===== config.mk =====
export PLATFORM = sky130hd
export DESIGN_NAME = video_sync_conditioner
export DESIGN_NICKNAME = d
export VERILOG_FILES = /design/src/hw/core_pkg.sv /design/src/hw/video_sync_conditioner.sv
export SDC_FILE = /design/constraint.sdc
export NUM_CORES = 1
export LEC_CHECK = 0
export BUFFER_PORTS_ARGS = -buffer_cell sky130_fd_sc_hd__buf_2
export CAP_MARGIN = 20
export CORE_UTILIZATION = 46
export DETAILED_ROUTE_END_ITERATION = 6
export GPL_ROUTABILITY_DRIVEN = 0
export PLACE_DENSITY = 0.92
export REMOVE_ABC_BUFFERS = 1
export SETUP_SLACK_MARGIN = 0.15
export SLEW_MARGIN = 20
export SYNTH_ARGS = -nofsm -noshare
export SYNTH_HDL_FRONTEND = slang
export SYNTH_SLANG_ARGS = --single-unit

===== constraint.sdc =====
create_clock -name clk_74a -period 2.75 [get_ports clk_74a]
set_input_delay 0.1375 -clock clk_74a [delete_from_list [all_inputs] [get_ports clk_74a]]
set_output_delay 0.1375 -clock clk_74a [all_outputs]
set_load 0.01 [all_outputs]

===== src/hw/core_pkg.sv =====
////////////////////////////////////////
// Shared widths and constants for the save-data and video paths.
// The bridge is fixed big-endian; byte 0 of a word is bits 31:24.
////////////////////////////////////////

package core_pkg;

  // one bridge address or data word
  typedef logic [31:0] bridge_word_t;

  // one byte of save data
  typedef logic [7:0] save_byte_t;

  // pixel, red in the upper byte then green then blue
  typedef logic [23:0] rgb_t;

  // upper nibble of bridge_addr that selects the save region
  localparam logic [3:0] SAVE_REGION = 4'h2;

  localparam int BYTES_PER_WORD = 4;

  // save buffer byte address width, 1 KiB by default
  localparam int DEF_SAVE_ADDR_BITS = 10;

  // cycles between raw hsync edge and the scaler hsync pulse
  localparam int DEF_HS_DELAY = 7;

endpackage

===== src/hw/video_sync_conditioner.sv =====
////////////////////////////////////////
// Turns raw core sync and blank into scaler video outputs.
// All outputs are registered, one cycle of latency.
// hs_delay must be 1 or more.
////////////////////////////////////////

`timescale 1ns/1ps

module video_sync_conditioner #(
  parameter int hs_delay = core_pkg::DEF_HS_DELAY
) (
  input  logic           clk_74a,
  input  logic           pll_core_locked,
  input  logic           h_blank,
  input  logic           v_blank,
  input  logic           hs_in,
  input  logic           vs_in,
  input  core_pkg::rgb_t rgb_in,
  output logic           video_de,
  output logic           video_hs,
  output logic           video_vs,
  output core_pkg::rgb_t video_rgb
);

  localparam int CNT_W = $clog2(hs_delay + 1);

  logic             hs_prev_q;
  logic             vs_prev_q;
  logic [CNT_W-1:0] hs_cnt_q;
  logic             active;

  assign active = !(h_blank || v_blank);

  always_ff @(posedge clk_74a or negedge pll_core_locked) begin
    if (!pll_core_locked) begin
      video_de  <= 1'b0;
      video_rgb <= '0;
      video_hs  <= 1'b0;
      video_vs  <= 1'b0;
      hs_prev_q <= 1'b0;
      vs_prev_q <= 1'b0;
      hs_cnt_q  <= '0;
    end else begin
      video_de  <= active;
      video_rgb <= active ? rgb_in : '0;

      // single cycle vsync on the rising edge
      video_vs  <= vs_in && !vs_prev_q;

      // hsync pulse delayed so it never lands on top of vsync
      video_hs  <= (hs_cnt_q == CNT_W'(1));
      if (hs_in && !hs_prev_q) begin
        // a new edge restarts the count
        hs_cnt_q <= CNT_W'(hs_delay);
      end else if (hs_cnt_q != '0) begin
        hs_cnt_q <= hs_cnt_q - CNT_W'(1);
      end

      hs_prev_q <= hs_in;
      vs_prev_q <= vs_in;
    end
  end

endmodule


==> results.json, run 1 <==
{
  "layout_min_cycle_time_ps": 1250,
  "postCtsSetupBuffers": 0,
  "fin_util_pct": 70.0,
  "arrival_ps": 1520,
  "syn-cell-area_sq_um": 1100,
  "period_share_pct": 45.4,
  "synth.largest_area_cell": "dfrtp_1",
  "vias_per_cell": 4.34,
  "firstDrtPassIters": 4,
  "ys_warn_count": 0,
  "antenna_found_initial": 0,
  "hpwlAfterDp_um": 1420,
  "reg2reg_setup_slack_ps": 1500,
  "diodes": 0,
  "cts.clk_slew.worst_paths_ps": 100,
  "p_total_mw": 1.00,
  "dr_wl_met3_um": 226,
  "multi_input_comb_area_sq_um": 280,
  "p_clk_share_pct": 27.3,
  "synth_seq_cells": 32,
  "post_drt_wl_per_cell_um": 12.4,
  "critPathMaxFanout": 3,
  "die_h_um": 50.9,
  "grt_pass1_vias": 801,
  "cap_violations": 0,
  "worst_hold_path_type": "input port to flip-flop",
  "rows": 17,
  "intPower_mw": 0.742,
  "cp_slowest_cell": "dfrtp_1",
  "switchingPower_mw": 0.259,
  "dr.max_layer_used": "met4",
  "wl_um": 2170,
  "synth_top_area_share_pct": 72.9,
  "synth_area_per_cell_sq_um": 14.6,
  "grt_max_degree": 33,
  "grt_overflow": 0,
  "crit_path_end_kind": "flip-flop",
  "cts_tree": "built",
  "grt_usage_pct": 19.2,
  "setup_viol": 0,
  "critical_path_class": "flip-flop to flip-flop",
  "wl_met2_um": 1020,
  "wl_met1_um": 880,
  "dieArea_sq_um": 2590,
  "relSlewSlack_pct": 54.3,
  "clkLatencyLatePin_ps": 310,
  "ys_seq_area_share_pct": 72.9,
  "fmax_ghz": 0.801,
  "grt_first_pass_wirelength_um": 3370,
  "vdd_drop_max_mv": 0.447,
  "p_per_area_nw_per_um2": 640,
  "status": "complete, no violations",
  "cts-buffers-inserted": 5,
  "switching_share_pct": 25.8,
  "nNetsFinal": 179,
  "synthTopCellsByArea": "dfrtp_1 (73%), and2_1 (14%), ha_1 (3.4%)",
  "rsz0062_at_grt": "no",
  "postSynthCellCount": 75,
  "p_leak_nw": 0.899,
  "route.detailed.drc": 0,
  "syn_to_final_growth_pct": 42.3,
  "skew_ps": 0.328,
  "cp-start-kind": "flip-flop",
  "sequential_cell_area_sq_um": 801,
  "r2r_cells": 5,
  "htreeDepth": 2,
  "drive_gt1_share_pct": 45.6,
  "clock_path_buffers": 2,
  "n_fill_cell": 163,
  "required_ps": 3030,
  "start_util_pct": 49.2,
  "tightest_slew_ps": 686,
  "core_area_sq_um": 2230,
  "vias": 760,
  "seqPwrFrac_pct": 52.8,
  "max_stage_delay_ps": 410,
  "setup_tns_ps": 0,
  "io_pins": 57,
  "final_hold_viol_count": 0,
  "ant_nets": 0,
  "drt-initial-drc-count": 5,
  "finalMaxSlewViolations": 0,
  "root_buffer": "clkbuf_4",
  "synth.distinct_cells": 16,
  "pwr-share-comb_pct": 20.0,
  "portBuffers": 56,
  "cp_cell_sequence": "inv_1 > ha_1 > nand2b_4 > mux2_4 > nand2_2",
  "cts_sinks": 32,
  "die_width_um": 50.9,
  "hold_path_depth": 2
}
## cell families (layout without fill, tap and decap cells)
family,after synthesis,after routing,synth area share [%]
adder cells (fa/ha/maj),3,3,3.42
AND/OR/NAND/NOR,33,33,19.0
buffers and inverters,4,76,1.59
multiplexers,2,2,2.28
XOR/XNOR,1,1,0.797
flip-flops,32,32,72.9
## synthesized netlist by cell type (all sizes together)
cell	n
and2	24
and2b	1
buf	2
dfrtp	32
ha	3
inv	2
mux2	1
mux2i	1
nand2	3
nand2b	2
nor2	2
nor2b	1
xnor2	1
## power groups by stage
stage	Clock (mW)	Sequential [mW]	Combinational, mW
floorplan	0	0.546	0.110
global route	0.302	0.532	0.222
detailed placement	0	0.538	0.190
CTS	0.280	0.529	0.198
finish	0.273	0.528	0.200
global placement	0	0.535	0.172
## what timing repair did
item | 4_1_cts | 5_1_grt
resized for setup | 0 | 0
hold buffers | 6 | 4
endpoints found under the hold margin | 37 | 4
## placed cells by master (no fill, tap or decap), drive strengths merged
cell,Yosys,layout
and2,24,24
and2b,1,1
buf,2,56
clkbuf,0,8
dfrtp,32,32
dlygate4sd3,0,10
ha,3,3
inv,2,2
mux2,1,1
mux2i,1,1
nand2,3,3
nand2b,2,2
nor2,2,2
nor2b,1,1
xnor2,1,1
## critical path: cells and delay by family (launching register included)
family	cells	cell delay, ps
buffers and inverters	1	90
adders and majority gates	1	250
muxes	1	300
DFF	1	410
and+or+nand+nor	2	150
## metal layers
layer | global-route usage [%] | vias up
met3 | 10.4 | 6
met2 | 31.3 | 40
met4 | 11.1 | 0
met1 | 19.1 | 348
li1 | - | 366
met5 | 0 | -
## flip-flops by register name, indices dropped and copies added, names as in the netlist
name,cells
hs_cnt_q,3
hs_prev_q,1
video_de,1
video_hs,1
video_rgb,24
video_vs,1
vs_prev_q,1
## area by class of cell
class                           count  area share, %
Clock buffer                        8           3.76
Inverter                            2          0.480
Multi-Input combinational cell     39           17.9
Sequential cell                    32           51.2
Tap cell                           28           2.24
Timing Repair Buffer               66           24.3
## through the flow
stage / cell area (sq um) / worst slack [ps] / std cells / hold WS, ps
global route: 1560 / 1440 / 175 / -0.139
detailed placement: 1400 / 1520 / 157 / 217
global placement: 1400 / 1600 / 157 / 195
floorplan: 1090 / 1610 / 73 / -158
CTS: 1520 / 1500 / 171 / 1.16
finish: 1560 / 1500 / 175 / 13.7
## worst paths after layout
| path | start | to |
|---|---|---|
| min in group asynchronous | pll_core_locked | video_hs$_DFF_PN0_ |
| min reg2reg | vs_prev_q$_DFF_PN0_ | video_vs$_DFF_PN0_ |
| max reg2reg | hs_cnt_q[0]$_DFFE_PN0P_ | hs_cnt_q[1]$_DFFE_PN0P_ |
| max in group asynchronous | pll_core_locked | video_rgb[13]$_DFF_PN0_ |
| min | rgb_in[11] | video_rgb[11]$_DFF_PN0_ |
| max | hs_cnt_q[0]$_DFFE_PN0P_ | hs_cnt_q[1]$_DFFE_PN0P_ |
(Power assumes the default switching activity.)
==> inputs of run 2 (changes only) <==
Settings changed: CORE_UTILIZATION 46 to 39, PLACE_DENSITY 0.92 to 0.84.
Clock period 2.75 ns to 1.1 ns, I/O delays scaled along.
==> run 2 against run 1 <==
Sequential share of layout area decreased by 8.5 points. Fmax grew 14%. Critical path depth unchanged. Via count rose by 14%. Die area rose by 17%. Clock power rose to 3.6 times the previous value. Worst hold slack improved by 73 ps.
==> results.json, run 2 (same netlist as run 1, synthesis figures left out) <==
{
  "status": "complete, no violations",
  "n_fill_cell": 181,
  "core_area_sq_um": 2570,
  "placement.cell_area_sq_um": 1460,
  "cp_cell_sequence": "inv_2 > ha_4 > nand2b_4 > mux2_4 > nand2_2",
  "grt_usage_pct": 20.3,
  "antenna_found_initial": 0,
  "p_leak_nw": 1.03,
  "required_ps": 1360,
  "vdd_drop_max_mv": 1.18,
  "portBuffers": 56,
  "wl_um": 2600,
  "cts_tree": "built",
  "ant_nets": 0,
  "final_common_cell": "buf_2",
  "rows": 18,
  "firstDrtPassIters": 2,
  "switching_share_pct": 24.0,
  "cap_violations": 0,
  "finalMaxSlewViolations": 0,
  "htreeDepth": 2,
  "die_width_um": 55.1,
  "drt-initial-drc-count": 4,
  "cp-start-kind": "flip-flop",
  "route.detailed.drc": 0,
  "p_per_area_nw_per_um2": 1650,
  "largest_reg_flops": 24,
  "dr.max_layer_used": "met4",
  "fin_area_sq_um": 1880,
  "grt_overflow": 0,
  "max_stage_delay_ps": 390,
  "layout_min_cycle_time_ps": 1100,
  "dieArea_sq_um": 3030,
  "grt_pass1_vias": 867,
  "io_pins": 57,
  "rsz0062_at_grt": "yes",
  "wl_met1_um": 1050,
  "switchingPower_mw": 0.746,
  "syn_to_final_growth_pct": 70.7,
  "layout_common_cells": "buf_2 (56), dfrtp_1 (32), dlygate4sd3_1 (27)",
  "period_share_pct": 99.9,
  "relSlewSlack_pct": 78.5,
  "vias_per_cell": 4.32,
  "top_register": "video_rgb",
  "p_clk_share_pct": 31.5,
  "largestRegisters": "video_rgb: 24 flops, hs_cnt_q: 3 flops",
  "diodes": 0,
  "tightest_slew_ps": 323,
  "crit_path_end_kind": "flip-flop",
  "critPathMaxFanout": 2,
  "root_buffer": "clkbuf_4",
  "clock_path_buffers": 2,
  "skew_ps": 2.71,
  "critical_path_class": "flip-flop to flip-flop",
  "cp_slowest_cell": "dfrtp_1",
  "crit_family": "flip-flops",
  "grt_max_degree": 26,
  "wl_met2_um": 1300,
  "start_util_pct": 42.8,
  "final_hold_viol_count": 0,
  "clkLatencyLatePin_ps": 310,
  "nNetsFinal": 202,
  "critPathBufInv": 1,
  "cts_sinks": 32,
  "drive_gt1_share_pct": 47.6,
  "pwr-share-comb_pct": 26.0,
  "arrival_ps": 1360,
  "setup_viol": 0,
  "dr_wl_met3_um": 202,
  "seqPwrFrac_pct": 42.5,
  "cts-buffers-inserted": 5,
  "fmax_ghz": 0.910,
  "die_h_um": 55.1,
  "worst_hold_path_type": "input port to flip-flop",
  "p_total_mw": 3.10,
  "intPower_mw": 2.36,
  "grt_first_pass_wirelength_um": 3930,
  "cts.clk_slew.worst_paths_ps": 90,
  "hpwlAfterDp_um": 1500,
  "vias": 864,
  "post_drt_wl_per_cell_um": 13.0,
  "setup_tns_ps": 0
}
[run 2: changes by cell type in the layout (fill, tap and decap cells not counted), sizes merged]
cell / change
dlygate4sd3: +17
buf: +6
clkbuf: -1
bufinv: +1
[run 2: per-layer routing]
metal,up-vias,track usage [%]
met4,0,10.0
met3,6,8.74
li1,416,-
met2,41,32.9
met5,-,0
met1,401,22.8
[run 2: layout make-up]
type / count / area, sq um / area share, %
clock inverter: 1 / 30.0 / 1.60
inverter: 2 / 7.51 / 0.400
multi-input combinational: 39 / 315 / 16.8
clock buffer: 7 / 65.1 / 3.47
tap: 30 / 37.5 / 2.00
sequential: 32 / 801 / 42.7
timing repair buffer: 89 / 619 / 33.0
[run 2: worst min-delay path: stages]
cell and delay, ps:
buf_2 90, nor2_2 30, buf_4 180
[run 2: repair_timing]
action	in CTS	in global routing
gates cloned	0	0
hold endpoints to repair	59	0
setup buffers	1	0
pin swaps	3	1
endpoints found under the setup margin	4	5
hold buffers	27	0
resized for setup	10	1
[run 2: through the flow]
stage	cells	hold slack [ps]	setup slack, ps	utilization, %
5_1_grt	200	72.1	-49.8	73.1
3_3_place_gp	164	-39.6	-6.02	56.7
6_report	200	86.7	0.604	73.1
3_5_place_dp	164	-33.1	-92.9	56.7
4_1_cts	200	57.9	-4.08	72.8
2_1_floorplan	73	-241	-42.9	-
[run 2: power by group through the flow]
stage | combinational, mW | clock, mW | sequential [mW]
after floorplan | 0.276 | 0 | 1.36
after global placement | 0.523 | 0 | 1.33
after detailed placement | 0.571 | 0 | 1.34
after CTS | 0.783 | 1.01 | 1.32
after global routing | 0.870 | 1.05 | 1.33
final | 0.806 | 0.978 | 1.32
[run 2: path summary, 6_finish.rpt]
path | cells past startpoint | endpoint | from | slack (ps)
max in group asynchronous | 3 | video_vs$_DFF_PN0_ | pll_core_locked | 540
setup / recovery | 5 | hs_cnt_q[1]$_DFFE_PN0P_ | hs_cnt_q[0]$_DFFE_PN0P_ | 0.6
hold / removal | 3 | video_de$_DFF_PN0_ | h_blank | 90
min in group asynchronous | 2 | video_rgb[21]$_DFF_PN0_ | pll_core_locked | 150
setup reg to reg | 5 | hs_cnt_q[1]$_DFFE_PN0P_ | hs_cnt_q[0]$_DFFE_PN0P_ | 0.6
hold reg to reg | 1 | video_vs$_DFF_PN0_ | vs_prev_q$_DFF_PN0_ | 400
