File: src/hw/core_pkg.sv
////////////////////////////////////////
// Shared widths and constants for the save-data and video paths.
// The bridge is fixed big-endian; byte 0 of a word is bits 31:24.
////////////////////////////////////////

package core_pkg;

  // one bridge address or data word
  typedef logic [31:0] bridge_word_t;

  // one byte of save data
  typedef logic [7:0] save_byte_t;

  // pixel, red in the upper byte then green then blue
  typedef logic [23:0] rgb_t;

  // upper nibble of bridge_addr that selects the save region
  localparam logic [3:0] SAVE_REGION = 4'h2;

  localparam int BYTES_PER_WORD = 4;

  // save buffer byte address width, 1 KiB by default
  localparam int DEF_SAVE_ADDR_BITS = 10;

  // cycles between raw hsync edge and the scaler hsync pulse
  localparam int DEF_HS_DELAY = 7;

endpackage
File: src/hw/save_data_unloader.sv
////////////////////////////////////////
// Gathers four bytes from the save buffer into one bridge word.
// Result is valid by cycle 6 after bridge_rd and held until the next read.
// bridge_rd_data is zero outside the save region.
////////////////////////////////////////

`timescale 1ns/1ps

module save_data_unloader #(
  parameter int save_addr_bits = core_pkg::DEF_SAVE_ADDR_BITS
) (
  input  logic                      clk_74a,
  input  logic                      pll_core_locked,
  input  core_pkg::bridge_word_t    bridge_addr,
  input  logic                      bridge_rd,
  output core_pkg::bridge_word_t    bridge_rd_data,
  output logic                      rd_en,
  output logic [save_addr_bits-1:0] rd_addr,
  input  core_pkg::save_byte_t      rd_data
);

  import core_pkg::*;

  logic                              busy_q;
  logic [1:0]                        byte_cnt_q;
  logic [save_addr_bits-3:0]         word_off_q;
  logic                              rd_valid_q;
  logic                              rd_last_q;
  logic [(BYTES_PER_WORD-1)*8-1:0]   asm_q;
  bridge_word_t                      hold_q;
  logic                              in_region;
  logic                              rd_req;

  assign in_region = (bridge_addr[31:28] == SAVE_REGION);
  assign rd_req    = bridge_rd && in_region && !busy_q;

  ////////////////////////////////////////
  // read issue, cycles 1 to 4
  ////////////////////////////////////////

  always_ff @(posedge clk_74a or negedge pll_core_locked) begin
    if (!pll_core_locked) begin
      busy_q     <= 1'b0;
      byte_cnt_q <= '0;
      rd_valid_q <= 1'b0;
      rd_last_q  <= 1'b0;
    end else begin
      // buffer answers one cycle after rd_en
      rd_valid_q <= busy_q;
      rd_last_q  <= busy_q && (byte_cnt_q == 2'(BYTES_PER_WORD - 1));
      if (rd_req) begin
        busy_q     <= 1'b1;
        byte_cnt_q <= '0;
      end else if (busy_q) begin
        byte_cnt_q <= byte_cnt_q + 2'd1;
        if (byte_cnt_q == 2'(BYTES_PER_WORD - 1)) begin
          busy_q <= 1'b0;
        end
      end
    end
  end

  always_ff @(posedge clk_74a) begin
    if (rd_req) begin
      word_off_q <= bridge_addr[save_addr_bits-1:2];
    end
    // first byte returned ends up in the top bits
    if (rd_valid_q) begin
      asm_q <= {asm_q[(BYTES_PER_WORD-2)*8-1:0], rd_data};
    end
  end

  ////////////////////////////////////////
  // completed word
  ////////////////////////////////////////

  always_ff @(posedge clk_74a or negedge pll_core_locked) begin
    if (!pll_core_locked) begin
      hold_q <= '0;
    end else if (rd_valid_q && rd_last_q) begin
      hold_q <= {asm_q, rd_data};
    end
  end

  assign rd_en          = busy_q;
  assign rd_addr        = {word_off_q, byte_cnt_q};
  // plain read mux, follows bridge_addr without a register
  assign bridge_rd_data = in_region ? hold_q : '0;

endmodule

File: config.mk
export PLATFORM = sky130hd
export DESIGN_NAME = save_data_unloader
export DESIGN_NICKNAME = d
export VERILOG_FILES = /design/src/hw/core_pkg.sv /design/src/hw/save_data_unloader.sv
export SDC_FILE = /design/constraint.sdc
export NUM_CORES = 1
export LEC_CHECK = 0
export BUFFER_PORTS_ARGS = -buffer_cell sky130_fd_sc_hd__buf_4
export CORE_MARGIN = 2
export CORE_UTILIZATION = 45
export DETAILED_ROUTE_END_ITERATION = 10
export GPL_ROUTABILITY_DRIVEN = 0
export PLACE_DENSITY = 0.8
export SYNTH_ARGS = -nofsm -noshare
export SYNTH_HDL_FRONTEND = slang
export SYNTH_SLANG_ARGS = --single-unit
File: constraint.sdc
create_clock -name clk_74a -period 1.75 [get_ports clk_74a]
set_clock_uncertainty 0.1 [all_clocks]
set_input_delay 0.175 -clock clk_74a [delete_from_list [all_inputs] [get_ports clk_74a]]
set_output_delay 0.175 -clock clk_74a [all_outputs]
set_load 0.02 [all_outputs]
==> results of run 1 <==
-- Yosys cell counts --
cell      instances
nor2_1            1
buf_2             3
mux2_1           32
o22ai_1           1
inv_1             1
and2_1           33
nand2b_1          1
a21oi_1           2
ha_1              1
nor4b_4           1
mux2i_1           1
edfxtp_1         32
or4b_1            1
xnor2_1           1
nor2b_1           1
nand2_1           1
dfrtp_1          37
buf_6             3
-- layout make-up --
| cell class | count | share of cell area (%) |
|---|---|---|
| clock buffer | 12 | 4.08 |
| sequential | 69 | 53.1 |
| timing repair buffer | 86 | 20.1 |
| clock inverter | 4 | 1.34 |
| inverter | 1 | 0.106 |
| tap | 72 | 2.53 |
| multi-input combinational | 77 | 18.8 |
-- worst register-to-register path, cell delays in order (launching register included) --
cell and delay, ps:
dfrtp_2 400, nand2_1 120, buf_12 220, mux2_1 370
-- cell usage in the layout (no fill, tap or decap), drive strengths merged --
cell         count
bufinv           1
mux2            32
clkinvlp         1
nor2b            1
nand2            1
buf             69
dfrtp           37
a21oi            2
clkbuf          12
and2            33
edfxtp          32
o22ai            1
inv              1
or4b             1
nor2             1
nor4b            1
mux2i            1
ha               1
xnor2            1
clkinv           2
nand2b           1
dlygate4sd3     17
-- layer usage --
metal | wire, um | track usage [%]
met1 | 1920 | 20.3
met2 | 2330 | 25.5
met3 | 292 | 5.73
met4 | 104 | 8.14
met5 | 0 | 0
-- worst min path at each step --
stage	from	slack [ps]	cells past startpoint	endpoint
floorplan	pll_core_locked	-220	0	byte_cnt_q[0]
detailed placement	pll_core_locked	70	1	hold_q[2]
finish	bridge_rd	20	3	rd_en
CTS	bridge_rd	10	3	rd_en
global placement	pll_core_locked	70	1	hold_q[2]
global route	bridge_rd	50	3	rd_en
-- state kept, by name (all words and copies together), names as in the netlist --
register / flops
rd_valid_q: 1
asm_q: 24
word_off_q: 8
rd_en: 1
byte_cnt_q: 2
rd_last_q: 1
hold_q: 32
-- cell families after synthesis --
kind of cell | Yosys count | synth area share, %
buffers and inverters | 7 | 2.01
adder cells (fa/ha/maj) | 1 | 0.480
AO/OA/AOI/OAI | 3 | 0.624
XOR/XNOR | 1 | 0.336
multiplexers | 33 | 14.2
AND/OR/NAND/NOR | 39 | 9.98
flip-flops | 69 | 72.4
-- power by group through the flow --
stage / sequential (mW) / combinational [mW] / clock, mW
floorplan: 2.61 / 0.408 / 0
global placement: 2.56 / 0.755 / 0
detailed placement: 2.61 / 0.786 / 0
CTS: 2.58 / 0.819 / 1.28
global route: 2.64 / 0.895 / 1.34
finish: 2.57 / 0.800 / 1.25
-- metrics by stage --
stage | hold slack (ps) | util (%)
after detailed placement | 73.0 | 57.6
after global placement | 74.7 | 57.6
final | 24.7 | 64.2
after floorplan | -221 | -
after CTS | 11.4 | 64.2
after global routing | 48.0 | 64.2
==> results.cfg, run 1 <==
[status]
status = complete, no violations

[worst_setup_path]
slowest_stage = nor4b_4
worst_setup_path_end_kind = primary output
crit_type = in2out
reg2reg_to = hold_q[21]
endpoint = bridge_rd_data[8]
crit_buf_inv = 3
crit_top_cell = buf_4
reg2reg_depth = 3
startpoint = bridge_addr[28]
required_ps = 1470
worstReg2RegStart = rd_valid_q
cp.depth = 5
start_kind = input pin
cp_slowest_stage_delay_ps = 320
worst-path-max-fanout = 34
r2r_slack_ps = 420
cp.arrival_ps = 1150
crit_family = simple AND/OR/NAND/NOR gates
worstPathCellList = buf_4, nor4b_4, buf_12, and2_1, buf_4

[worst_hold_path]
worstHoldPathType = in2reg

[power_and_ir_drop]
power_switching_share_pct = 25.8
seqPwrFrac_pct = 55.7
power_leakage_nw = 1.50
power_frac_comb_pct = 17.3
switchingPower_mw = 1.19
power_mw = 4.62
power_density_nw_per_um2 = 1300
intPower_mw = 3.42
peakVddDrop_mv = 0.888
clkPwrFrac_pct = 27.0

[clocking]
clock_latency_ps = 340
cts-buffers-inserted = 9
clkTransAtPathRegs_ps = 70
cts-root-buf = clkbuf_8
clock-sinks = 69
cts_setup_buffers = 0
cts_buffer_depth = 2
cts_hold_buf = 17
cts_tree = built
htreeDepth = 3
cts_resized = 0

[drt]
wl_per_cell_um = 14.5
num_vias = 1503
ant_nets = 0
drt_drc_violations_left = 0
drt_pass1_iterations = 4
via_per_inst = 4.68
drtIter0Drc = 65
routed_wl_um = 4640

[timing]
rsz0062_at_grt = no
setup_viol = 0
timing.setup.tns_ps = 0
max_freq_mhz = 703
relSlewSlack_pct = 68.5
worstMarginPinSlew_ps = 473
finalWorstSetupSlack_ps = 328
fin_crit_sh_pct = 81.3
drv_slew = 0
fin_crit_ps = 1420
hold_viol = 0

[die]
core.rowCount = 27
die_height_um = 80.1
core_area_sq_um = 5540
die_w_um = 80.1
ios = 86
initial_core_util_pct = 47.1
die_area_sq_um = 6420

[synthesis]
syn-mean-instance-area_sq_um = 17.0
yosysWarnings = 0
synth_seq_cells = 69
synth_fp_nets = 197
synth_area_leaders = edfxtp_1 (37%), dfrtp_1 (36%), mux2_1 (14%)
syn-instance-count = 153
synth_area_leader_cell = edfxtp_1
ys_types = 18
yosysSeqAreaShare_pct = 72.4
yosysTopAreaCellShare_pct = 36.9
synth_area_sq_um = 2610

[final_layout]
stdcell_count = 321
stdcell_area_sq_um = 3560
num_antenna_cells = 0
multi_input_area_sq_um = 668
seqCellArea_sq_um = 1890
syn2layout_area_growth_pct = 36.4
fillers = 412
drive_gt1_share_pct = 34.1
final_nets = 288

[grt]
overflow = 0
grt_max_degree = 38
antenna_found_initial = 0
grt_use_total_pct = 16.4
grt_pass1_vias = 1577
grt_pass1_wl_um = 7680

[flow_run]
drv_cap = 0

[placement]
port_buffers = 65
placed_area_sq_um = 3190
dp_slack_ps = 191
place_hpwl_um = 2970
place_inst = 288
Note: power is estimated with default switching activity, not from simulation.
==> run 2, diff against run 1 <==
--- a/config.mk
+++ b/config.mk
@@ -7,10 +7,10 @@
 export LEC_CHECK = 0
 export BUFFER_PORTS_ARGS = -buffer_cell sky130_fd_sc_hd__buf_4
 export CORE_MARGIN = 2
-export CORE_UTILIZATION = 45
+export CORE_UTILIZATION = 50
 export DETAILED_ROUTE_END_ITERATION = 10
 export GPL_ROUTABILITY_DRIVEN = 0
-export PLACE_DENSITY = 0.8
+export PLACE_DENSITY = 0.84
 export SYNTH_ARGS = -nofsm -noshare
 export SYNTH_HDL_FRONTEND = slang
 export SYNTH_SLANG_ARGS = --single-unit
==> constraint.sdc (replaced) <==
create_clock -name clk_74a -period 1.4 [get_ports clk_74a]
set_clock_uncertainty 0.1 [all_clocks]
set_input_delay 0.14 -clock clk_74a [delete_from_list [all_inputs] [get_ports clk_74a]]
set_output_delay 0.14 -clock clk_74a [all_outputs]
set_load 0.02 [all_outputs]
==> results.cfg, run 2 (synthesis gave the netlist of run 1 again) <==
[status]
status = complete, no violations

[flow_run]
drv_cap = 0

[die]
core_area_sq_um = 5070
die_w_um = 76.2
ios = 86
die_area_sq_um = 5810
core.rowCount = 26
initial_core_util_pct = 51.4
die_height_um = 76.2

[drt]
routed_wl_um = 5430
drt_pass1_iterations = 4
ant_nets = 0
drtIter0Drc = 100
num_vias = 1560
drt_drc_violations_left = 0
via_per_inst = 4.79
wl_per_cell_um = 16.7

[worst_setup_path]
cp.arrival_ps = 1130
reg2reg_to = hold_q[16]
start_kind = input pin
crit_type = in2out
cp_slowest_stage_delay_ps = 290
r2r_slack_ps = 70
reg2reg_depth = 3
worst-path-max-fanout = 8
startpoint = bridge_addr[31]
slowest_stage = nor4b_4
endpoint = bridge_rd_data[19]
worst_setup_path_end_kind = primary output
crit_top_cell = buf_6
worstReg2RegStart = rd_valid_q
required_ps = 1160
worstPathCellList = buf_6, nor4b_4, buf_4, buf_12, and2_4, buf_6

[placement]
port_buffers = 65
placed_area_sq_um = 3250
dp_slack_ps = -136
place_hpwl_um = 3080
place_inst = 290

[grt]
antenna_found_initial = 0
grt_use_total_pct = 19.5
grt_pass1_vias = 1693
overflow = 0
grt_max_degree = 38
grt_pass1_wl_um = 8500

[timing]
drv_slew = 0
hold_viol = 0
relSlewSlack_pct = 67.8
finalWorstSetupSlack_ps = 27.4
worstMarginPinSlew_ps = 483
rsz0062_at_grt = yes
fin_crit_sh_pct = 98.0
max_freq_mhz = 729
fin_crit_ps = 1370
setup_viol = 0

[clocking]
cts_buffer_depth = 2
clock-sinks = 69
cts-buffers-inserted = 9
clock_latency_ps = 340
htreeDepth = 3
cts_tree = built
clkTransAtPathRegs_ps = 70
cts-root-buf = clkbuf_8

[final_layout]
num_antenna_cells = 0
syn2layout_area_growth_pct = 48.4
drive_gt1_share_pct = 46.5
reg_top3 = hold_q: 32 flops, asm_q: 24 flops, word_off_q: 8 flops
final_nets = 296
multi_input_area_sq_um = 746
seqCellArea_sq_um = 1890
stdcell_count = 326
final_util_pct = 76.2
stdcell_area_sq_um = 3870
fillers = 307
regMostFlops = hold_q
final_cell_mix = buf_4 (43), dfrtp_1 (36), mux2_1 (32), edfxtp_1 (32), buf_6 (28)
layout_commonest_cell = buf_4
largest_reg_flops = 32

[power_and_ir_drop]
peakVddDrop_mv = 1.14
power_leakage_nw = 1.64
power_density_nw_per_um2 = 1560

[worst_hold_path]
worstHoldPathType = in2reg
## run 2: changes by cell type in the layout (fill, tap and decap cells not counted), sizes merged
cell	delta
clkinvlp	-1
buf	+6
clkinv	-2
clkbuf	+4
## run 2: layout make-up
type                            count  area share [%]
Clock inverter                      1           0.776
Multi-Input combinational cell     77            19.3
Inverter                            1          0.0970
Tap cell                           70            2.26
Timing Repair Buffer               94            24.3
Clock buffer                       14            4.46
Sequential cell                    69            48.9
## run 2: power breakdown
group	internal (mW)	switching (mW)	total, mW
combinational	0.601	0.542	1.14
sequential	2.90	0.341	3.24
clock	0.962	0.684	1.65
total	4.47	1.57	6.03
## run 2: layer usage
metal	track usage, %	vias up	part of all wire [%]
met2	34.2	33	55
met1	22.2	787	40
met3	5.09	9	3.8
met5	0	-	0
met4	9.27	0	1.6
li1	-	731	-
## run 2: worst max-delay path, delay by kind of cell
family,cells,cell delay (ps)
buffers and inverters,4,550
AND/OR/NAND/NOR,2,440
## run 2: how the worst min path moves through the flow
stage | start | to | slack (ps) | cells after the start
3_3_place_gp | pll_core_locked | hold_q[1] | 30 | 1
5_1_grt | bridge_rd | rd_en | 70 | 3
6_report | bridge_rd | rd_en | 60 | 3
3_5_place_dp | pll_core_locked | hold_q[1] | 30 | 1
2_1_floorplan | pll_core_locked | byte_cnt_q[0] | -260 | 0
4_1_cts | bridge_rd | rd_en | 50 | 3
## run 2: per-stage QoR
| stage | total power [mW] | hold WS [ps] | TNS, ps |
|---|---|---|---|
| floorplan | 3.80 | -256 | -560 |
| global placement | 4.19 | 34.3 | -2310 |
| detailed placement | 4.28 | 34.9 | -2530 |
| CTS | 6.00 | 48.8 | -435 |
| global route | 6.33 | 68.3 | -376 |
| finish | 6.03 | 58.6 | 0 |
## run 2: repair_timing
action	in CTS	in global routing
pin swaps	8	1
hold buffers	17	0
buffers inserted	3	2
endpoints found under the setup margin	32	32
cloned	2	2
gates resized for setup	30	24
endpoints found under the hold margin	61	0
