==> config.mk <==
export PLATFORM = sky130hd
export DESIGN_NAME = save_data_loader
export DESIGN_NICKNAME = d
export VERILOG_FILES = /design/src/hw/core_pkg.sv /design/src/hw/save_data_loader.sv
export SDC_FILE = /design/constraint.sdc
export NUM_CORES = 1
export LEC_CHECK = 0
export BUFFER_PORTS_ARGS = -buffer_cell sky130_fd_sc_hd__clkbuf_2
export CORE_MARGIN = 2
export CORE_UTILIZATION = 48
export CTS_BUF_LIST = sky130_fd_sc_hd__clkbuf_2 sky130_fd_sc_hd__clkbuf_4 sky130_fd_sc_hd__clkbuf_8
export CTS_CLUSTER_DIAMETER = 60
export DETAILED_ROUTE_END_ITERATION = 16
export PLACE_DENSITY = 0.9
export SLEW_MARGIN = 20
export SYNTH_ARGS = -nofsm -noshare
export SYNTH_HDL_FRONTEND = slang
export SYNTH_SLANG_ARGS = --single-unit
==> constraint.sdc <==
create_clock -name clk_74a -period 1.9 [get_ports clk_74a]
set_input_delay 0.095 -clock clk_74a [delete_from_list [all_inputs] [get_ports clk_74a]]
set_output_delay 0.095 -clock clk_74a [all_outputs]
set_load 0.05 [all_outputs]
==> src/hw/core_pkg.sv <==
////////////////////////////////////////
// Shared widths and constants for the save-data and video paths.
// The bridge is fixed big-endian; byte 0 of a word is bits 31:24.
////////////////////////////////////////

package core_pkg;

  // one bridge address or data word
  typedef logic [31:0] bridge_word_t;

  // one byte of save data
  typedef logic [7:0] save_byte_t;

  // pixel, red in the upper byte then green then blue
  typedef logic [23:0] rgb_t;

  // upper nibble of bridge_addr that selects the save region
  localparam logic [3:0] SAVE_REGION = 4'h2;

  localparam int BYTES_PER_WORD = 4;

  // save buffer byte address width, 1 KiB by default
  localparam int DEF_SAVE_ADDR_BITS = 10;

  // cycles between raw hsync edge and the scaler hsync pulse
  localparam int DEF_HS_DELAY = 7;

endpackage
==> src/hw/save_data_loader.sv <==
////////////////////////////////////////
// Splits a save-region bridge write into four byte writes,
// most significant byte first, in the four cycles after the request.
// Requests arriving while busy are dropped; there is no back-pressure.
////////////////////////////////////////

`timescale 1ns/1ps

module save_data_loader #(
  parameter int save_addr_bits = core_pkg::DEF_SAVE_ADDR_BITS
) (
  input  logic                      clk_74a,
  input  logic                      pll_core_locked,
  input  core_pkg::bridge_word_t    bridge_addr,
  input  logic                      bridge_wr,
  input  core_pkg::bridge_word_t    bridge_wr_data,
  output logic                      wr_en,
  output logic [save_addr_bits-1:0] wr_addr,
  output core_pkg::save_byte_t      wr_data
);

  import core_pkg::*;

  logic                      busy_q;
  logic [1:0]                byte_cnt_q;
  logic [save_addr_bits-3:0] word_off_q;
  bridge_word_t              word_q;
  logic                      wr_req;

  // save region hit, only accepted when idle
  assign wr_req = bridge_wr && (bridge_addr[31:28] == SAVE_REGION) && !busy_q;

  always_ff @(posedge clk_74a or negedge pll_core_locked) begin
    if (!pll_core_locked) begin
      busy_q     <= 1'b0;
      byte_cnt_q <= '0;
    end else if (wr_req) begin
      busy_q     <= 1'b1;
      byte_cnt_q <= '0;
    end else if (busy_q) begin
      byte_cnt_q <= byte_cnt_q + 2'd1;
      // fourth byte goes out this cycle
      if (byte_cnt_q == 2'(BYTES_PER_WORD - 1)) begin
        busy_q <= 1'b0;
      end
    end
  end

  // word shifts left so the next byte always sits in the top bits
  always_ff @(posedge clk_74a) begin
    if (wr_req) begin
      word_q     <= bridge_wr_data;
      word_off_q <= bridge_addr[save_addr_bits-1:2];
    end else if (busy_q) begin
      word_q <= word_q << 8;
    end
  end

  assign wr_en   = busy_q;
  assign wr_addr = {word_off_q, byte_cnt_q};
  assign wr_data = word_q[31:24];

endmodule

==> metrics.cfg, run 1 <==
[logic_synthesis]
synthArstFlopShare_pct=6.977
synth_edf_count=40
synth_commonest_cells=40 x edfxtp_1, 19 x mux2_4, 8 x and3_2, 8 x buf_4, 6 x mux2_2
syn_area_um2=1896
synth_cells=97
synth_top_area_share_pct=63.37
synth_nets=165
synth.distinct_cells=15
synth.most_common_cell=edfxtp_1
ys_warn_count=0
synth-seq-cells=43
yosys_most_used_dff=edfxtp_1
syn_area_per_cell_um2=19.54
synth_area_leaders=edfxtp_1 63%, mux2_4 15%, dfrtp_1 4.0%
synth_area_leader_cell=edfxtp_1
seq_area_frac_synth_pct=67.33

[drt]
viasPerCell=4.839
via_count=1055
ant_nets=0
drt_wl_total_mm=3.092
drt-initial-drc-count=83
drcViolationCount=0
wl_per_cell_um=14.18
firstDrtPassIters=4

[die]
die-width_um=66.84
rows=22
floorplan.initialDensity_pct=51.01
ios=86
die_area_um2=4468
fp.dieH_um=66.84
core-area_um2=3716

[worst_setup_path]
worstSetupStartpointType=flip-flop
slowest_stage=dfrtp_1
cp_slowest_stage_delay_ns=0.50
cp_max_fo=25
cp-end-kind=flip-flop
crit_buf_inv=1
cp_top_family=flip-flops
worstPathRequired_ns=1.86
arrival_ns=1.51
worstPathCellList=nor2_8 > nand2_8 > inv_1
crit_type=reg -> reg

[grt]
antenna_found_initial=0
track_usage_pct=15.71
grt_pass1_vias=1119
grt.overflow.total=0
grt_pass1_wl_mm=4.933
grt_max_degree=33

[timing]
period_share_pct=81.62
period_minus_slack_ns=1.551
holdWs_ns=0.1051
skew_ns=0.005253
layout_setup_ws_ns=0.3492
fin_setup_tns_ns=0
tightest_slew_ns=0.3976
setup_violations=0
max_freq_mhz=644.8
finalMaxSlewViolations=0
relSlewSlack_pct=73.49
finalHoldViolations=0
rsz0062_at_grt=false

[clock_tree]
clock_sinks=43
worst_skew_pair.late_latency_ns=0.29
cts.repair.resized=0
cts_setup_buffers=0
cts_tree=yes
h-tree-depth=2
cts-root-buf=clkbuf_8
clockBufferDepth=2
cts-buffers-inserted=5
clkSlewWorstSetupHoldPaths_ns=0.07

[cells_and_area]
n_antenna_cell=0
final_core_util_pct=64.21
drive_gt1_share_pct=65.88
areaGrowthSynthToFinish_pct=25.87
nNetsFinal=237
final_area_um2=2386
fillers=289

[placement]
io_buffer_count=65
gp_congestion=0.6487
place_ws_ns=0.3424
postPlaceCellArea_um2=2192

[outcome]
status=completed

[run]
drv_cap=0

[power_and_ir_drop]
p_leak_nw=1.096
p_per_area_nw_per_um2=1351
peakVddDrop_uv=1297

[worst_hold_path]
hold_path.class=in -> reg

## cells in the final DEF (no fill, tap or decap), drive strengths merged
cell type / n
a22o: 1
dfrtp: 3
edfxtp: 40
clkinvlp: 1
a21oi: 2
buf: 2
dlygate4sd3: 9
clkbuf: 73
nand2: 1
mux2: 25
ha: 1
and4bb: 1
and3: 8
inv: 2
nor2: 1
## layer usage
layer	routed length (um)	GRT usage, %	vias to the layer above
met5	0	0	-
met4	91	8.418	0
met3	215	4.561	10
met2	1685	28.63	47
met1	1100	16.01	496
li1	-	-	502
## state kept, by name, summed over array words and instances, names as in the netlist
| signal | cells |
|---|---|
| byte_cnt_q | 2 |
| wr_en | 1 |
| word_off_q | 8 |
| word_q | 32 |
## cell type report
cell class	count	area (um2)	share of cell area, %
flip-flops and latches	43	1276	53.49
multi-input cells	40	500.5	20.98
repair buffers	76	430.4	18.04
clock buffers	8	103.9	4.352
well taps	48	60.06	2.517
inverters	3	15.01	0.6293
## cells by family after synthesis
kind of cell	after synthesis	share of synthesized area, %
compound gates	3	0.9902
fa+ha+maj	1	0.6600
buf+inv	14	6.469
flops	43	67.33
mux	25	18.61
simple gates	11	5.941
## worst paths after layout
check / from / to / slack, ns / depth (start not counted)
max in group asynchronous: pll_core_locked / byte_cnt_q[0]$_DFFE_PN0P_ / 1.67 / 2
worst min register to register: byte_cnt_q[1]$_DFFE_PN0P_ / byte_cnt_q[1]$_DFFE_PN0P_ / 0.53 / 1
worst min-delay path: bridge_wr_data[8] / word_q[8]$_DFFE_PP_ / 0.11 / 2
worst max register to register: wr_en$_DFF_PN0_ / word_off_q[4]$_DFFE_PP_ / 0.35 / 3
min in group asynchronous: pll_core_locked / byte_cnt_q[1]$_DFFE_PN0P_ / 0.12 / 2
worst max-delay path: wr_en$_DFF_PN0_ / word_off_q[4]$_DFFE_PP_ / 0.35 / 3
## report_power, final
part | internal [W] | switching [W]
Combinational | 0.000393 | 0.000635
Sequential | 0.00146 | 0.000118
Clock | 0.000345 | 0.000274
Total | 0.00220 | 0.00103
## through the flow
stage               cells  total power (W)
detailed placement    201         0.002623
global placement      201         0.002565
floorplan              97         0.002458
CTS                   218         0.003255
finish                218         0.003223
global route          218         0.003400
## timing repair
item                       CTS  global route
hold buffers                 9             0
setup endpoints to repair    0             0
hold endpoints to repair    11             0
No activity file was read; power rests on OpenSTA's default activity.
==> run 2: changes to the inputs <==
--- a/config.mk
+++ b/config.mk
@@ -7,11 +7,11 @@
 export LEC_CHECK = 0
 export BUFFER_PORTS_ARGS = -buffer_cell sky130_fd_sc_hd__clkbuf_2
 export CORE_MARGIN = 2
-export CORE_UTILIZATION = 48
+export CORE_UTILIZATION = 43
 export CTS_BUF_LIST = sky130_fd_sc_hd__clkbuf_2 sky130_fd_sc_hd__clkbuf_4 sky130_fd_sc_hd__clkbuf_8
 export CTS_CLUSTER_DIAMETER = 60
 export DETAILED_ROUTE_END_ITERATION = 16
-export PLACE_DENSITY = 0.9
+export PLACE_DENSITY = 0.85
 export SLEW_MARGIN = 20
 export SYNTH_ARGS = -nofsm -noshare
 export SYNTH_HDL_FRONTEND = slang
==> constraint.sdc (replaced) <==
create_clock -name clk_74a -period 1.41 [get_ports clk_74a]
set_input_delay 0.0705 -clock clk_74a [delete_from_list [all_inputs] [get_ports clk_74a]]
set_output_delay 0.0705 -clock clk_74a [all_outputs]
set_load 0.05 [all_outputs]
==> metrics.cfg, run 2 (synthesis gave the netlist of run 1 again) <==
[cells_and_area]
nNetsFinal=242  ; +2.1%
final_cell_mix=65 x clkbuf_2, 40 x edfxtp_1, 19 x mux2_4, 9 x dlygate4sd3_1, 8 x and3_2
areaGrowthSynthToFinish_pct=29.70
largest_register=word_q
largest_reg_flops=32  ; unchanged
drive_gt1_share_pct=66.86  ; +0.97 points
fillers=350  ; +21%
reg_top3=word_q x32, word_off_q x8, byte_cnt_q x2
n_antenna_cell=0  ; unchanged
final_core_util_pct=57.26  ; -7.0 points
final_common_cell=clkbuf_2

[worst_setup_path]
worstPathRequired_ns=1.45  ; -0.41 ns
cp_max_fo=13  ; -48%
slowest_stage=dfrtp_2
crit_type=reg -> reg
cp_slowest_stage_delay_ns=0.45  ; -0.05 ns
cp-end-kind=flip-flop
worstSetupStartpointType=flip-flop
worstPathCellList=nor2_8 > nand2_8 > mux2_4
arrival_ns=1.40  ; -0.11 ns

[grt]
grt.overflow.total=0  ; unchanged
grt_pass1_vias=1180  ; +5.5%
track_usage_pct=14.71  ; -1.0 points
antenna_found_initial=0  ; unchanged
grt_max_degree=26  ; -21%
grt_pass1_wl_mm=5.347  ; +8.4%

[timing]
period_minus_slack_ns=1.359  ; -0.1919 ns
tightest_slew_ns=0.4337  ; +0.03607 ns
finalHoldViolations=0  ; unchanged
setup_violations=0  ; unchanged
finalMaxSlewViolations=0  ; unchanged
relSlewSlack_pct=71.09  ; -2.4 points
skew_ns=0.004667  ; -0.0005857 ns
rsz0062_at_grt=true
period_share_pct=96.38  ; +15 points
max_freq_mhz=735.8  ; +14%

[die]
floorplan.initialDensity_pct=44.14  ; -6.9 points
die_area_um2=4955  ; +11%
die-width_um=70.40  ; +5.3%
fp.dieH_um=70.40  ; +5.3%
ios=86  ; unchanged
rows=24  ; +9.1%
core-area_um2=4294  ; +16%

[clock_tree]
clkSlewWorstSetupHoldPaths_ns=0.08  ; about the same
cts-root-buf=clkbuf_8
clockBufferDepth=2  ; unchanged
cts_tree=yes
cts-buffers-inserted=5  ; unchanged
h-tree-depth=2  ; unchanged
worst_skew_pair.late_latency_ns=0.29  ; about the same
clock_sinks=43  ; unchanged

[worst_hold_path]
hold_path.class=in -> reg

[drt]
wl_per_cell_um=14.90  ; +5.0%
drcViolationCount=0  ; unchanged
drt-initial-drc-count=50  ; -40%
firstDrtPassIters=4  ; unchanged
drt_wl_total_mm=3.382  ; +9.4%
ant_nets=0  ; unchanged
wl_met3_um=254  ; +18%
m1WireLength_mm=1.357  ; +23%
wl_met2_mm=1.732  ; +2.8%
via_count=1069  ; +1.3%
top_layer=met4
viasPerCell=4.709  ; -2.7%

[power_and_ir_drop]
power_w=0.004423  ; +37%
peakVddDrop_uv=1161  ; -10%
p_leak_nw=1.104  ; +0.76%
p_per_area_nw_per_um2=1799  ; +33%

[placement]
gp_congestion=0.6910  ; +6.5%
io_buffer_count=65  ; unchanged

[outcome]
status=completed

[run]
drv_cap=0  ; unchanged

-- run 2: cell types whose count changed in the layout (fill, tap and decap cells not counted), moves of 2 or more --
cell	change
clkbuf_8	-2
buf_4	+2
clkinv_1	+2
buf_12	+2
-- run 2: worst paths after layout --
path                                     start              endpoint  slack [ns]  cells past startpoint
min in group asynchronous      pll_core_locked       wr_en$_DFF_PN0_        0.11                      2
setup / recovery               wr_en$_DFF_PN0_   word_q[8]$_DFFE_PP_        0.05                      3
max in group asynchronous      pll_core_locked       wr_en$_DFF_PN0_        1.18                      2
hold / removal              bridge_wr_data[13]  word_q[13]$_DFFE_PP_        0.08                      2
hold reg to reg            word_q[9]$_DFFE_PP_  word_q[17]$_DFFE_PP_        0.55                      1
setup reg to reg               wr_en$_DFF_PN0_   word_q[8]$_DFFE_PP_        0.05                      3
-- run 2: through the flow --
step	setup TNS, ns	cells	cell area [um2]	hold slack, ns	worst slack (ns)
after floorplan	-10.10	97	1912	-0.2251	-0.2125
after global placement	0	209	2261	-0.1295	0.03942
after detailed placement	-0.2872	209	2261	-0.1259	-0.03599
after CTS	0	226	2439	0.06527	0.006505
after global routing	-0.003701	227	2459	0.05048	-0.003325
final	0	227	2459	0.07593	0.05102
-- run 2: cell type report --
cell class,count,area [um2],area share (%)
flip-flops and latches,43,1277,51.96
multi-input cells,41,528.0,21.48
inverters,3,18.77,0.7634
repair buffers,80,485.5,19.75
clock buffers,6,76.32,3.104
well taps,52,65.06,2.646
clock inverters,2,7.507,0.3053
-- run 2: routing by layer --
| metal | global-route usage, % | up-vias |
|---|---|---|
| met1 | 15.41 | 497 |
| met4 | 5.983 | 0 |
| met3 | 6.926 | 4 |
| met5 | 0 | - |
| li1 | - | 518 |
| met2 | 25.26 | 50 |
-- run 2: power breakdown --
group	switching (W)	internal, W
Combinational	0.000913	0.000659
Sequential	0.000137	0.00196
Clock	0.000396	0.000357
-- run 2: timing repair --
action,4_1_cts,5_1_grt
gates resized for setup,1,1
endpoints found under the hold margin,11,0
buffers inserted,0,0
hold buffers,9,0
pin swaps,0,1
endpoints found under the setup margin,8,18
cloned,0,1
-- run 2: worst max-delay path: cells and delay by family, from the launching register on --
| family | cells | cell delay [ns] |
|---|---|---|
| multiplexers | 1 | 0.33 |
| flip-flops | 1 | 0.45 |
| AND/OR/NAND/NOR | 2 | 0.33 |
==> run 3: changes to the inputs <==
--- a/config.mk
+++ b/config.mk
@@ -9,8 +9,9 @@
 export CORE_MARGIN = 2
 export CORE_UTILIZATION = 43
 export CTS_BUF_LIST = sky130_fd_sc_hd__clkbuf_2 sky130_fd_sc_hd__clkbuf_4 sky130_fd_sc_hd__clkbuf_8
-export CTS_CLUSTER_DIAMETER = 60
+export CTS_CLUSTER_DIAMETER = 150
 export DETAILED_ROUTE_END_ITERATION = 16
+export HOLD_SLACK_MARGIN = 0.06
 export PLACE_DENSITY = 0.85
 export SLEW_MARGIN = 20
 export SYNTH_ARGS = -nofsm -noshare
==> constraint.sdc (replaced) <==
create_clock -name clk_74a -period 1.41 [get_ports clk_74a]
set_input_delay 0.2115 -clock clk_74a [delete_from_list [all_inputs] [get_ports clk_74a]]
set_output_delay 0.2115 -clock clk_74a [all_outputs]
set_load 0.05 [all_outputs]
==> metrics.cfg, run 3 (synthesis gave the netlist of run 1 again) <==
[outcome]
status=completed

[worst_setup_path]
worstRegToRegCells=3  ; unchanged
cp_max_fo=5  ; -8
r2r_end=word_q[16]$_DFFE_PP_
worstSetupStartpointType=flip-flop
r2r-start=wr_en$_DFF_PN0_
crit_type=reg -> out
worstPathRequired_ns=1.20  ; -0.25 ns
arrival_ns=1.15  ; -0.25 ns
cp-end-kind=output pin
reg2reg_setup_slack_ns=0.06  ; about the same

[clock_tree]
clockBufferDepth=2  ; unchanged
cts-root-buf=clkbuf_8
h-tree-depth=2  ; unchanged
cts-buffers-inserted=5  ; unchanged
clkSlewWorstSetupHoldPaths_ns=0.08  ; about the same
worst_skew_pair.late_latency_ns=0.30  ; about the same
cts_tree=yes
clock_sinks=43  ; unchanged

[placement]
gp_congestion=0.6907  ; about the same
io_buffer_count=65  ; unchanged

[grt]
antenna_found_initial=0  ; unchanged
grt_pass1_vias=1088  ; -7.8%
grt.overflow.total=0  ; unchanged
grt_max_degree=26  ; unchanged
track_usage_pct=13.53  ; -1.2 points
grt_pass1_wl_mm=4.968  ; -7.1%

[timing]
holdWs_ns=0.08365  ; +0.007718 ns
finalHoldViolations=0  ; unchanged
relSlewSlack_pct=81.10  ; +10 points
finalMaxSlewViolations=0  ; unchanged
tightest_slew_ns=0.2847  ; -0.1490 ns
period_minus_slack_ns=1.364  ; +0.004652 ns
max_freq_mhz=733.3  ; -0.34%
setup_violations=0  ; unchanged
skew_ns=0.007163  ; +0.002496 ns
period_share_pct=96.71  ; +0.33 points
rsz0062_at_grt=false

[die]
ios=86  ; unchanged
die-width_um=70.40  ; unchanged
die_area_um2=4955  ; unchanged
floorplan.initialDensity_pct=44.14  ; unchanged
core-area_um2=4294  ; unchanged
rows=24  ; unchanged
fp.dieH_um=70.40  ; unchanged

[cells_and_area]
final_core_util_pct=54.92  ; -2.3 points
fillers=352  ; +0.57%
reg_top3=word_q x32, word_off_q x8, byte_cnt_q x2
areaGrowthSynthToFinish_pct=24.42
largest_register=word_q
regArea_um2=1277  ; unchanged
drive_gt1_share_pct=69.88  ; +3.0 points
multiInputGateArea_um2=508.0  ; -3.8%
final_common_cell=clkbuf_2
n_antenna_cell=0  ; unchanged
final_cell_mix=65 x clkbuf_2, 40 x edfxtp_1, 19 x mux2_4, 8 x and3_2, 6 x mux2_2
largest_reg_flops=32  ; unchanged
nNetsFinal=233  ; -3.7%

[drt]
via_count=1027  ; -3.9%
ant_nets=0  ; unchanged
viasPerCell=4.711  ; about the same
drcViolationCount=0  ; unchanged
firstDrtPassIters=2  ; -2
drt-initial-drc-count=66  ; +32%
drt_wl_total_mm=3.131  ; -7.4%
wl_per_cell_um=14.36  ; -3.6%

[worst_hold_path]
min_from=bridge_addr[4]
min_delay_worst_endpoint=word_off_q[2]$_DFFE_PP_
min_path_cells=1  ; -1
hold_path.class=in -> reg

[power_and_ir_drop]
p_per_area_nw_per_um2=1866  ; +3.7%
peakVddDrop_uv=1185  ; +2.1%
p_leak_nw=1.069  ; -3.2%
power_w=0.004401  ; -0.49%

[run]
drv_cap=0  ; unchanged

-- run 3: cell types whose count changed in the layout (fill, tap and decap cells not counted), sizes merged --
cell         delta
nand2           -1
dlygate4sd3     -8
-- run 3: cell type report --
type,count,area share [%]
clock buffer,6,3.236
inverter,3,0.7958
timing repair buffer,72,17.19
tap,52,2.759
multi-input combinational,40,21.54
clock inverter,2,0.3183
sequential,43,54.16
-- run 3: per-layer routing --
layer	global-route usage, %	up-vias	wire length, um
met3	4.618	6	239
met5	0	-	0
met2	22.96	46	1648
met4	7.692	0	58
li1	-	498	-
met1	14.61	477	1185
-- run 3: worst max path at each step --
stage	from	end	slack, ns
floorplan	wr_en$_DFF_PN0_	word_q[0]$_SDFFCE_PN0P_	-0.21
global placement	bridge_addr[28]	word_q[24]$_DFFE_PP_	-0.10
detailed placement	bridge_addr[28]	word_off_q[4]$_DFFE_PP_	-0.14
CTS	wr_en$_DFF_PN0_	word_q[16]$_DFFE_PP_	0.01
global route	wr_en$_DFF_PN0_	wr_en	0.009
finish	wr_en$_DFF_PN0_	wr_en	0.05
-- run 3: critical path, cell delays in order (launching register included) --
cell	delay, ns
dfrtp_2	0.42
buf_4	0.16
clkbuf_2	0.28
-- run 3: repair_timing --
action,4_1_cts,5_1_grt
pin swaps,0,1
endpoints found under the hold margin,3,0
setup buffers,0,0
resized for setup,1,0
setup endpoints to repair,8,10
hold buffers,1,0
-- run 3: where the power goes --
group / leakage (nW) / switching (W) / internal [W]
logic: 0.607 / 0.000902 / 0.000642
clock network: 0.0437 / 0.000401 / 0.000357
registers: 0.419 / 0.000138 / 0.00196
total: 1.07 / 0.00144 / 0.00296
-- run 3: through the flow --
step / setup WS, ns / instances / setup TNS [ns] / instance area [um2]
floorplan: -0.2125 / 97 / -10.10 / 1912
global placement: -0.1048 / 209 / -5.432 / 2261
detailed placement: -0.1433 / 209 / -6.363 / 2261
CTS: 0.01438 / 218 / 0 / 2359
global route: 0.009059 / 218 / 0 / 2359
finish: 0.04637 / 218 / 0 / 2359
